[src/design/pma_pkg.sv]
package pma_pkg;

  // ------------------------------------------------------------------
  // TBI code group
  // ------------------------------------------------------------------

  localparam int TBI_WIDTH = 10;              // One 8b/10b code group

  typedef logic [TBI_WIDTH-1:0] tbi_word_t;   // Raw TBI word, bit 0 first on the PCS side

  // ------------------------------------------------------------------
  // LVDS receiver reset sequencer
  // ------------------------------------------------------------------

  // Sequencer states in the order they are walked
  typedef enum logic [2:0]
  {
    SEQ_PLL_RESET,    // Receive PLL held in reset
    SEQ_WAIT_LOCK,    // Waiting for a stable lock window
    SEQ_CDA_RESET,    // Single cycle aligner reset
    SEQ_ALIGN_PULSE,  // Word align strobe
    SEQ_ALIGN_GAP,    // Quiet cycles between strobes
    SEQ_DONE          // Receiver up and aligned
  } seq_state_t;

  // Wait lengths, all in ref_clk cycles
  localparam int PLL_RESET_CYCLES   = 8;   // pll_areset hold time
  localparam int LOCK_STABLE_CYCLES = 16;  // Consecutive locked cycles needed
  localparam int ALIGN_GAP_CYCLES   = 4;   // Low cycles after each align strobe
  localparam int ALIGN_PULSES       = 4;   // Align strobes per sequence

  // Timer sized for the longest wait
  localparam int TIMER_WIDTH = 5;

  typedef logic [TIMER_WIDTH-1:0] timer_count_t;

endpackage

[src/design/lvds_ctrl_if.sv]
interface lvds_ctrl_if;

  logic pll_areset;             // Receive PLL reset
  logic rx_reset;               // Digital reset of the receive side
  logic rx_cda_reset;           // Channel data aligner reset
  logic rx_channel_data_align;  // Word align strobe
  logic rx_locked;              // PLL lock from the deserializer
  logic seq_done;               // Sequence finished, words aligned

  // Sequencer owns the control levels
  modport seq (
    output pll_areset, rx_reset, rx_cda_reset, rx_channel_data_align, seq_done,
    input  rx_locked
  );

  // Receive path only gates on done
  modport rx (
    input seq_done
  );

  // Top level breaks the bundle out to pins
  modport top (
    output rx_locked,
    input  pll_areset, rx_reset, rx_cda_reset, rx_channel_data_align, seq_done
  );

endinterface

[src/design/seq_timer.sv]
module seq_timer (
  input  logic                 ref_clk,
  input  logic                 reset_ref_clk_int,
  input  logic                 load,        // Start a new wait
  input  pma_pkg::timer_count_t load_value, // Cycles to wait minus one
  output logic                 expired      // Count has run down
);

  import pma_pkg::*;

  timer_count_t count_q;  // Remaining cycles

  // ------------------------------------------------------------------
  // Down-counter
  // ------------------------------------------------------------------

  // Out of reset the PLL hold wait is already running
  // expired is kept equal to (count_q == 0) but comes from a flop
  always_ff @(posedge ref_clk or posedge reset_ref_clk_int)
  begin
    if (reset_ref_clk_int)
    begin
      count_q <= timer_count_t'(PLL_RESET_CYCLES - 1);
      expired <= 1'b0;
    end
    else if (load)
    begin
      count_q <= load_value;                // Reload wins over counting
      expired <= (load_value == '0);
    end
    else if (count_q != '0)
    begin
      count_q <= count_q - 1'b1;
      expired <= (count_q == timer_count_t'(1));  // Last step to zero
    end
    // At zero both hold until the next load
  end

endmodule

[src/design/lvds_reset_sequencer.sv]
module lvds_reset_sequencer (
  input  logic                  ref_clk,
  input  logic                  reset_ref_clk_int,
  lvds_ctrl_if.seq              ctrl,
  output logic                  timer_load,    // Restart the wait timer
  output pma_pkg::timer_count_t timer_value,   // Wait length minus one
  input  logic                  timer_expired  // Current wait is over
);

  import pma_pkg::*;

  seq_state_t   state_q;
  seq_state_t   state_d;
  timer_count_t pulse_cnt_q;  // Align strobes issued so far
  logic         lock_lost;    // Lock dropped after the stable window

  // ------------------------------------------------------------------
  // Lock supervision
  // ------------------------------------------------------------------

  // Only checked once the lock window has been passed
  assign lock_lost = !ctrl.rx_locked &&
                     (state_q inside {SEQ_CDA_RESET, SEQ_ALIGN_PULSE,
                                      SEQ_ALIGN_GAP, SEQ_DONE});

  // ------------------------------------------------------------------
  // Next state and timer control
  // ------------------------------------------------------------------

  always_comb
  begin
    state_d     = state_q;
    timer_load  = 1'b0;
    timer_value = timer_count_t'(LOCK_STABLE_CYCLES - 1);  // Most loads are the lock window

    case (state_q)
      SEQ_PLL_RESET:
      begin
        if (timer_expired)
        begin
          state_d    = SEQ_WAIT_LOCK;
          timer_load = 1'b1;           // Open the first lock window
        end
      end

      SEQ_WAIT_LOCK:
      begin
        if (!ctrl.rx_locked)
          timer_load = 1'b1;           // Glitch, start the window over
        else if (timer_expired)
          state_d = SEQ_CDA_RESET;     // Locked for the whole window
      end

      SEQ_CDA_RESET:
        state_d = SEQ_ALIGN_PULSE;

      SEQ_ALIGN_PULSE:
      begin
        state_d     = SEQ_ALIGN_GAP;
        timer_load  = 1'b1;
        timer_value = timer_count_t'(ALIGN_GAP_CYCLES - 1);
      end

      SEQ_ALIGN_GAP:
      begin
        if (timer_expired)
        begin
          // Another strobe or finish
          if (pulse_cnt_q == timer_count_t'(ALIGN_PULSES))
            state_d = SEQ_DONE;
          else
            state_d = SEQ_ALIGN_PULSE;
        end
      end

      SEQ_DONE:
        state_d = SEQ_DONE;            // Parked until lock drops

      default:
        state_d = SEQ_PLL_RESET;       // Illegal encoding, start from the top
    endcase

    // Lock loss beats any other transition
    if (lock_lost)
    begin
      state_d     = SEQ_WAIT_LOCK;
      timer_load  = 1'b1;
      timer_value = timer_count_t'(LOCK_STABLE_CYCLES - 1);
    end
  end

  // ------------------------------------------------------------------
  // State and strobe counter
  // ------------------------------------------------------------------

  always_ff @(posedge ref_clk or posedge reset_ref_clk_int)
  begin
    if (reset_ref_clk_int)
      state_q <= SEQ_PLL_RESET;
    else
      state_q <= state_d;
  end

  // Cleared while waiting for lock so every pass issues the full set
  always_ff @(posedge ref_clk or posedge reset_ref_clk_int)
  begin
    if (reset_ref_clk_int)
      pulse_cnt_q <= '0;
    else if (state_q == SEQ_WAIT_LOCK)
      pulse_cnt_q <= '0;
    else if (state_q == SEQ_ALIGN_PULSE)
      pulse_cnt_q <= pulse_cnt_q + 1'b1;  // One per strobe
  end

  // ------------------------------------------------------------------
  // Moore outputs
  // ------------------------------------------------------------------

  assign ctrl.pll_areset            = (state_q == SEQ_PLL_RESET);
  assign ctrl.rx_reset              = (state_q == SEQ_PLL_RESET) ||
                                      (state_q == SEQ_WAIT_LOCK);  // Low from CDA reset on
  assign ctrl.rx_cda_reset          = (state_q == SEQ_CDA_RESET);
  assign ctrl.rx_channel_data_align = (state_q == SEQ_ALIGN_PULSE);
  assign ctrl.seq_done              = (state_q == SEQ_DONE);

endmodule

[src/design/tbi_rx_path.sv]
module tbi_rx_path (
  input  logic              ref_clk,
  input  logic              reset_ref_clk_int,
  lvds_ctrl_if.rx           ctrl,
  input  pma_pkg::tbi_word_t rx_word_lvds,  // Deserializer word, bit 9 first
  output pma_pkg::tbi_word_t tbi_rx_d       // PCS word, bit 0 first
);

  // ------------------------------------------------------------------
  // Receive word capture
  // ------------------------------------------------------------------

  // The LVDS deserializer shifts bit 9 in first while Clause 36
  // wants bit 0 first, so the whole word is mirrored here.
  // Capture is held off until the aligner has finished so the PCS
  // never sees a word taken across a bit slip.
  always_ff @(posedge ref_clk or posedge reset_ref_clk_int)
  begin
    if (reset_ref_clk_int)
      tbi_rx_d <= '0;
    else if (ctrl.seq_done)
      tbi_rx_d <= {<<{rx_word_lvds}};  // Mirror bits 9..0
    // Last aligned word holds until done
  end

endmodule

[src/design/tbi_tx_path.sv]
module tbi_tx_path (
  input  logic               ref_clk,
  input  logic               reset_ref_clk_int,
  input  pma_pkg::tbi_word_t tbi_tx_d,          // PCS word, bit 0 first
  input  pma_pkg::tbi_word_t rx_word_lvds,      // Raw deserializer word
  input  logic               rev_loopback_ena,  // Send received data back out
  output pma_pkg::tbi_word_t tx_word_lvds       // Serializer word, bit 9 first
);

  import pma_pkg::*;

  tbi_word_t tx_flip_q;  // Mirrored PCS word
  tbi_word_t loop_q;     // Received word for reverse loopback

  // ------------------------------------------------------------------
  // Transmit mirror
  // ------------------------------------------------------------------

  // Serializer sends bit 9 first, PCS puts bit 0 first
  always_ff @(posedge ref_clk or posedge reset_ref_clk_int)
  begin
    if (reset_ref_clk_int)
      tx_flip_q <= '0;
    else
      tx_flip_q <= {<<{tbi_tx_d}};
  end

  // ------------------------------------------------------------------
  // Reverse loopback
  // ------------------------------------------------------------------

  // Already in serializer bit order, so no mirror on this leg
  // Single stage since both sides run on ref_clk
  always_ff @(posedge ref_clk or posedge reset_ref_clk_int)
  begin
    if (reset_ref_clk_int)
      loop_q <= '0;
    else
      loop_q <= rx_word_lvds;
  end

  // Select after the flops so a toggle takes effect at once
  assign tx_word_lvds = rev_loopback_ena ? loop_q : tx_flip_q;

endmodule

[src/design/lvds_pma_top.sv]
module lvds_pma_top (
  input  logic               ref_clk,
  input  logic               reset_ref_clk_int,
  input  logic               rx_locked,               // From the LVDS receive PLL
  input  pma_pkg::tbi_word_t rx_word_lvds,            // Parallel word from the deserializer
  input  pma_pkg::tbi_word_t tbi_tx_d,                // Transmit word from the PCS
  input  logic               rev_loopback_ena,
  output logic               pll_areset,
  output logic               rx_reset,
  output logic               rx_cda_reset,
  output logic               rx_channel_data_align,
  output logic               rx_reset_sequence_done,
  output pma_pkg::tbi_word_t tbi_rx_d,                // Receive word to the PCS
  output pma_pkg::tbi_word_t tx_word_lvds             // Parallel word to the serializer
);

  import pma_pkg::*;

  lvds_ctrl_if ctrl_if ();

  logic         timer_load;
  timer_count_t timer_value;
  logic         timer_expired;

  // ------------------------------------------------------------------
  // Receiver control breakout
  // ------------------------------------------------------------------

  assign ctrl_if.rx_locked = rx_locked;

  assign pll_areset             = ctrl_if.pll_areset;
  assign rx_reset               = ctrl_if.rx_reset;
  assign rx_cda_reset           = ctrl_if.rx_cda_reset;
  assign rx_channel_data_align  = ctrl_if.rx_channel_data_align;
  assign rx_reset_sequence_done = ctrl_if.seq_done;  // Also gates the receive path

  // ------------------------------------------------------------------
  // Reset sequencer and its wait timer
  // ------------------------------------------------------------------

  seq_timer i_seq_timer (
    .ref_clk           (ref_clk),
    .reset_ref_clk_int (reset_ref_clk_int),
    .load              (timer_load),
    .load_value        (timer_value),
    .expired           (timer_expired)
  );

  lvds_reset_sequencer i_lvds_reset_sequencer (
    .ref_clk           (ref_clk),
    .reset_ref_clk_int (reset_ref_clk_int),
    .ctrl              (ctrl_if.seq),
    .timer_load        (timer_load),
    .timer_value       (timer_value),
    .timer_expired     (timer_expired)
  );

  // ------------------------------------------------------------------
  // Data paths
  // ------------------------------------------------------------------

  tbi_rx_path i_tbi_rx_path (
    .ref_clk           (ref_clk),
    .reset_ref_clk_int (reset_ref_clk_int),
    .ctrl              (ctrl_if.rx),
    .rx_word_lvds      (rx_word_lvds),
    .tbi_rx_d          (tbi_rx_d)
  );

  tbi_tx_path i_tbi_tx_path (
    .ref_clk           (ref_clk),
    .reset_ref_clk_int (reset_ref_clk_int),
    .tbi_tx_d          (tbi_tx_d),
    .rx_word_lvds      (rx_word_lvds),     // Raw word feeds the loopback leg
    .rev_loopback_ena  (rev_loopback_ena),
    .tx_word_lvds      (tx_word_lvds)
  );

endmodule

[config.mk]
export PLATFORM = sky130hd
export DESIGN_NAME = lvds_pma_top
export DESIGN_NICKNAME = d
export VERILOG_FILES = /design/src/design/pma_pkg.sv /design/src/design/lvds_ctrl_if.sv /design/src/design/seq_timer.sv /design/src/design/lvds_reset_sequencer.sv /design/src/design/tbi_rx_path.sv /design/src/design/tbi_tx_path.sv /design/src/design/lvds_pma_top.sv
export SDC_FILE = /design/constraint.sdc
export NUM_CORES = 1
export LEC_CHECK = 0
export BUFFER_PORTS_ARGS = -buffer_cell sky130_fd_sc_hd__buf_2
export CAP_MARGIN = 25
export CORE_ASPECT_RATIO = 0.6
export CORE_MARGIN = 2
export CORE_UTILIZATION = 30
export CTS_BUF_LIST = sky130_fd_sc_hd__clkbuf_4 sky130_fd_sc_hd__clkbuf_8
export DETAILED_ROUTE_END_ITERATION = 12
export PLACE_DENSITY = 0.54
export SLEW_MARGIN = 40
export SYNTH_ARGS = -nofsm -noshare
export SYNTH_HDL_FRONTEND = slang
export SYNTH_SLANG_ARGS = --single-unit
[constraint.sdc]
create_clock -name ref_clk -period 1.99 [get_ports ref_clk]
set_input_delay 0.2985 -clock ref_clk [delete_from_list [all_inputs] [get_ports ref_clk]]
set_output_delay 0.2985 -clock ref_clk [all_outputs]
set_load 0.02 [all_outputs]
==> results.toml, run 1 <==
[status]
outcome = "finished clean"

[clock_network]
root_buffer = "clkbuf_8"
holdBufCountCts = 0
cts_buffer_depth = 2
path_clk_slew_ns = 0.08
h-tree-depth = 2
numCtsBuffers = 5
cts_tree = "built"
clk_latency_ns = 0.29
cts_sinks = 44

[detailed_routing]
drc = 0
met2_length_mm = 1.23
drtIter0Drc = 43
wl_met3_um = 249
vias = 1215
met1Wirelength_mm = 1.93
dr.pass1.iters = 4
wl_mm = 3.42
highest_layer = "met4"
avgRoutedWirePerCell_um = 12.2
antenna_left = 0
viasPerCell = 4.32

[sta]
setup_viol_count_final = 0
hold_viol = 0
fin_crit_sh_pct = 90.8
relSlewSlack_pct = 74.9
hold_ws_ns = 0.0259
fmax_mhz = 553
tns_ns = 0
fin_crit_ns = 1.81
tightest_slew_ns = 0.368
fin_skew_ns = 0.00750
rsz0062_at_grt = "false"
drv_slew = 0

[global_routing]
grt_pass1_vias = 1143
gr-total-overflow = 0
grt_pass1_wl_mm = 5.65
grt_use_total_pct = 10.7
antenna_found_initial = 0
grt_max_degree = 45

[critical_path]
worstPathRequired_ns = 1.69
cpMaxStageDelayCell = "dfrtp_1"
cp.buffers_inverters = 3
arrival_ns = 1.51
critPathMaxStageDelay_ns = 0.45
cp_max_fo = 8
path_cells = "nor2b_1, nand2_1, buf_4, inv_1, buf_2"
path_class = "reg -> out"
crit_path_start_kind = "flop"
r2r_cells = 5
path_delay_family = "flip-flops"
rrSetupSlack_ns = 0.45
endpoint_kind = "output pin"
r2r-start = "i_seq_timer.count_q[0]$_DFFE_PP1P_"
reg2reg_to = "i_seq_timer.count_q[1]$_DFFE_PP1P_"

[cells_and_area]
nFillCells = 590
layout.nets = 224
layout_common_cells = "buf_2, dfrtp_1, mux2_2, mux2_1, nand2_1"
mostFrequentLayoutCell = "buf_2"
area_delta_synth_final_pct = 26.5
fin_area_um2 = 2330
n_antenna_cell = 0
layout-drive-gt1-share_pct = 41.6
fin_util_pct = 38.6

[floorplan]
initial_core_util_pct = 30.6
core_um2 = 6030
num_rows = 22
dieHeight_um = 64.7
die_area_um2 = 6800
die_w_um = 105
design.portCount = 49

[hold_path]
hp-class = "in -> async"

[placed_design]
io_buffers = 48
placed_cell_area_um2 = 2200
gp_congestion = 0.713
post-dp-hpwl_mm = 2.52

[synthesis]
yosysUniqueCellTypes = 35
synth.avg_cell_area_um2 = 12.9
synth.yosys.seq_area_share_pct = 60.0
synth_seq_cells = 44
syn-cell-area_um2 = 1840
yosys_warnings = 0
synth_nets = 171
synth_cells = 143

[pwr]
p_leak_nw = 1.07
power_density_nw_per_um2 = 853
peakVddDrop_uv = 383
fin_total_pwr_mw = 1.99

[flow_run]
maxCapViolCount = 0
[how the worst max path moves through the flow]
stage / start / endpoint / slack, ns / cells past startpoint
3_5_place_dp: i_lvds_reset_sequencer.state_q[0]$_DFFE_PP0P_ / rx_channel_data_align / 0.38 / 4
4_1_cts: i_lvds_reset_sequencer.state_q[0]$_DFFE_PP0P_ / rx_channel_data_align / 0.04 / 4
3_3_place_gp: i_lvds_reset_sequencer.state_q[0]$_DFFE_PP0P_ / rx_channel_data_align / 0.42 / 4
2_1_floorplan: i_lvds_reset_sequencer.state_q[1]$_DFFE_PP0P_ / rx_cda_reset / 0.47 / 2
5_1_grt: i_lvds_reset_sequencer.state_q[1]$_DFFE_PP0P_ / rx_reset_sequence_done / 0.02 / 5
6_report: i_lvds_reset_sequencer.state_q[1]$_DFFE_PP0P_ / rx_reset_sequence_done / 0.18 / 5
[cells by family after synthesis]
group / count (synthesis) / share of synthesized area [%]
muxes: 24 / 14.5
AOI/OAI and AO/OA: 18 / 6.39
and+or+nand+nor: 36 / 12.4
DFF: 44 / 60.0
buffers and inverters: 16 / 3.46
xor gates and xnor gates: 1 / 0.476
adders and majority gates: 4 / 2.72
[metal layers]
metal  vias to the layer above  global-route usage, %
li1                        605                      -
met1                       568                   16.9
met2                        40                   12.7
met3                         2                   3.92
met4                         0                   4.00
met5                         -                      0
[state kept, by name (all words and copies together), names as in the netlist]
register,cells
i_tbi_tx_path.loop_q,10
i_seq_timer.count_q,5
i_tbi_rx_path.tbi_rx_d,10
i_tbi_tx_path.tx_flip_q,10
i_seq_timer.expired,1
i_lvds_reset_sequencer.pulse_cnt_q,5
i_lvds_reset_sequencer.state_q,3
[stage by stage]
stage,worst slack (ns),instances
final,0.183,281
after global routing,0.0196,281
after CTS,0.0357,281
after detailed placement,0.379,273
after global placement,0.418,273
after floorplan,0.465,143
[worst register-to-register path, cell delays in order (launching register included)]
cell	delay, ns
dfstp_2	0.38
inv_1	0.08
ha_1	0.27
nor4b_2	0.32
mux2_2	0.37
nand2_1	0.07
[cells in the mapped netlist]
cell       instances  area share, %
a32oi_1            2           0.95
nand3b_1           4            1.6
buf_2              3           0.81
o21ai_0            5            1.4
a311oi_1           1           0.48
nand2b_1           3            1.0
nor4bb_1           1           0.54
dfstp_2            3            4.3
and3_1             1           0.34
nor3b_1            2           0.81
nor2b_1            3            1.0
dfrtp_1           41             56
inv_2              1           0.20
xnor2_1            1           0.48
nor2_1             2           0.41
nand4_2            1           0.68
mux2_2            12            7.3
clkbuf_1           3           0.61
mux2_1            10            6.1
mux2i_1            2            1.1
a22o_1             2           0.95
or3b_1             1           0.48
nor3b_2            1           0.68
a21oi_1            5            1.4
or3_1              2           0.68
a211o_1            1           0.48
inv_1              9            1.8
nand2_1            9            1.8
nor4b_2            1           0.81
a2111oi_0          1           0.48
nor3_1             1           0.27
or4_1              1           0.41
nand3_1            3           0.81
o22ai_1            1           0.34
ha_1               4            2.7
[area by class of cell]
class	count	area [µm²]	share of cell area [%]
repair buffers	52	283	12.1
multi-input cells	83	676	29.0
flip-flops and latches	44	1110	47.5
clock inverters	2	38.8	1.66
inverters	10	37.5	1.61
well taps	84	105	4.51
clock buffers	6	82.6	3.54
[repair_timing]
item                                    4_1_cts  5_1_grt
gates resized for setup                       0        3
setup buffers                                 0        0
endpoints found under the setup margin        0        2
[report_power, final]
part,total [mW],internal (mW),switching (mW)
registers,0.999,0.966,0.0327
logic,0.277,0.118,0.159
clock network,0.713,0.410,0.302
total,1.99,1.49,0.494
(Power assumes the default switching activity.)
==> inputs of run 2 (changes only) <==
- SYNTH_HIERARCHICAL: not set -> 1
==> run 2 against run 1 <==
Via count rose by 14%. Clock-buffer cell count did not move. Core utilization fell by 1.2 points. Final cell count rose by 9.3%. Critical endpoint unchanged. Largest power group is now combinational cells. Setup slack improved by 0.0099 ns. Combinational power rose to 5.3 times the previous value. Global-route usage rose by 1.6 points. Design area rose by 7.7%. Total power rose by 70%. Highest routed layer unchanged.
==> results.toml, run 2 <==
[clock_network]
root_buffer = "clkbuf_8"
path_clk_slew_ns = 0.09
cts_resized = 0
h-tree-depth = 2
numCtsBuffers = 5
cts_buffer_depth = 2
cts_tree = "built"
cts_sinks = 44
clk_latency_ns = 0.30

[synthesis]
yosysUniqueCellTypes = 40
async_reset_ff_share_pct = 100
synth.avg_cell_area_um2 = 12.5
synth_edf_count = 0
yosys_warnings = 6
synth_cells = 166
synth_top_area_share_pct = 49.3
synthMostInstantiatedCell = "dfrtp_1"
yosysTopAreaCell = "dfrtp_1"
synth_commonest_cells = "dfrtp_1, mux2_4, inv_1, nand2_1"
synth_area_leaders = "dfrtp_1, mux2_4, dfstp_2, ha_1, inv_1"
syn-cell-area_um2 = 2080
synth.yosys.seq_area_share_pct = 53.1
synth_seq_cells = 44
synth_flop_cell = "dfrtp_1"

[pwr]
seq_power_share_pct = 38.6
p_leak_nw = 1.21
p_switching_mw = 1.26
p_int_mw = 2.11
peakVddDrop_uv = 479
power_density_nw_per_um2 = 1340
clkPwrFrac_pct = 17.4
fin_total_pwr_mw = 3.37
swShare_pct = 37.5
pwr-share-comb_pct = 44.0

[detailed_routing]
wl_mm = 4.25
avgRoutedWirePerCell_um = 13.8
dr.pass1.iters = 4
drc = 0
drtIter0Drc = 80
viasPerCell = 4.50
antenna_left = 0
vias = 1381

[cells_and_area]
n_antenna_cell = 0
fin_util_pct = 37.4
nFillCells = 647
layout_common_cells = "buf_2, dfrtp_1, mux2_4, inv_1, nand2_1"
layout.nets = 249
fin_area_um2 = 2510
layout-drive-gt1-share_pct = 42.7
mostFrequentLayoutCell = "buf_2"
area_delta_synth_final_pct = 20.7
reg_top3 = "i_tbi_rx_path/tbi_rx_d x10, i_tbi_tx_path/loop_q x10, i_tbi_tx_path/tx_flip_q x10"

[placed_design]
gp_congestion = 0.756
placed_cell_area_um2 = 2400
post-dp-hpwl_mm = 3.16
io_buffers = 48

[critical_path]
arrival_ns = 1.50
worstPathRequired_ns = 1.69
critPathMaxStageDelay_ns = 0.40
endpoint_kind = "output pin"
path_class = "reg -> out"
cpMaxStageDelayCell = "dfrtp_1"
cp_max_fo = 12
cp_common_cell = "buf_4"
crit_path_start_kind = "flop"
path_cells = "buf_4, and3_1, buf_4, buf_2"

[floorplan]
design.portCount = 49
num_rows = 23
initial_core_util_pct = 31.0
die_area_um2 = 7640
core_um2 = 6710
dieHeight_um = 68.5
die_w_um = 111

[flow_run]
maxCapViolCount = 0

[sta]
fin_crit_ns = 1.80
hold_viol = 0
fin_skew_ns = 0.00855
drv_slew = 0
rsz0062_at_grt = "false"
fin_crit_sh_pct = 90.3
setup_viol_count_final = 0
fmax_mhz = 556
tns_ns = 0

[global_routing]
gr-total-overflow = 0
grt_pass1_vias = 1317
grt_max_degree = 21
grt_use_total_pct = 12.4
grt_pass1_wl_mm = 6.98
antenna_found_initial = 0

[status]
outcome = "finished clean"

[hold_path]
hp-class = "in -> reg"
-- run 2: cell count changes after synthesis, sizes merged, moves of 3 or more --
| cell | previous run | this run |
|---|---|---|
| nor2 | 2 | 6 |
| a21oi | 5 | 2 |
| nor3 | 1 | 4 |
| o211ai | 0 | 4 |
| buf | 3 | 10 |
| nor3b | 3 | 0 |
| nand3b | 4 | 0 |
| inv | 10 | 14 |
-- run 2: metal layers --
metal | part of all wire, % | GRT usage [%] | routed length [µm] | up-vias
met1 | 52 | 18.0 | 2190 | 655
met3 | 6.4 | 4.20 | 272 | 4
li1 | - | - | - | 668
met5 | 0 | 0 | 0 | -
met4 | 0.96 | 3.70 | 41 | 0
met2 | 41 | 17.3 | 1750 | 54
-- run 2: logic make-up after synthesis --
family / count (synthesis) / synth area share (%)
flops: 44 / 53.1
simple gates: 39 / 10.7
compound gates: 26 / 8.84
buf+inv: 25 / 6.86
mux: 22 / 15.6
fa+ha+maj: 6 / 3.61
other cells: 2 / 0.361
xor+xnor: 2 / 0.843
-- run 2: critical path, delay by kind of cell, from the launching register on --
family / cells / cell delay [ns]
simple gates: 1 / 0.16
buf+inv: 3 / 0.65
flops: 1 / 0.40
-- run 2: stage by stage --
stage               hold slack [ns]  setup WS [ns]  cells
floorplan                    0.0873        -0.0362    167
global placement              0.273          0.352    298
detailed placement            0.271          0.327    298
CTS                          0.0895          0.171    307
global route                 0.0783         0.0768    307
finish                       0.0972          0.193    307
-- run 2: final timing paths --
path,slack (ns),startpoint,cells past startpoint,endpoint
max,0.19,i_lvds_reset_sequencer/state_q[2]$_DFFE_PP0P_,4,rx_reset_sequence_done
min,0.1,tbi_tx_d[2],1,i_tbi_tx_path/tx_flip_q[7]$_DFF_PP0_
max reg2reg,0.31,i_lvds_reset_sequencer/state_q[1]$_DFFE_PP0P_,7,i_seq_timer/expired$_DFFE_PP0P_
min reg2reg,0.51,i_tbi_rx_path/tbi_rx_d[8]$_DFFE_PP0P_,1,i_tbi_rx_path/tbi_rx_d[8]$_DFFE_PP0P_
max in group asynchronous,1.10,reset_ref_clk_int,3,i_tbi_rx_path/tbi_rx_d[2]$_DFFE_PP0P_
min in group asynchronous,0.51,reset_ref_clk_int,3,i_seq_timer/expired$_DFFE_PP0P_
-- run 2: area by class of cell --
type / count / area, µm² / area share [%]
clock buffers: 6 / 82.6 / 3.29
clock inverters: 2 / 15.0 / 0.598
inverters: 14 / 55.1 / 2.19
multi-input cells: 98 / 840 / 33.4
flip-flops and latches: 44 / 1110 / 44.1
well taps: 87 / 109 / 4.34
repair buffers: 56 / 303 / 12.1
-- run 2: repair_timing --
item	CTS	global route
setup buffers	0	0
hold buffers	1	0
hold endpoints to repair	11	0
-- run 2: power groups by stage --
stage               Sequential, mW  Combinational [mW]  Clock [mW]
finish                        1.30                1.48       0.586
global route                  1.33                1.63       0.656
CTS                           1.30                1.49       0.613
detailed placement            1.32                1.48           0
global placement              1.33                1.48           0
floorplan                     1.42                1.00           0
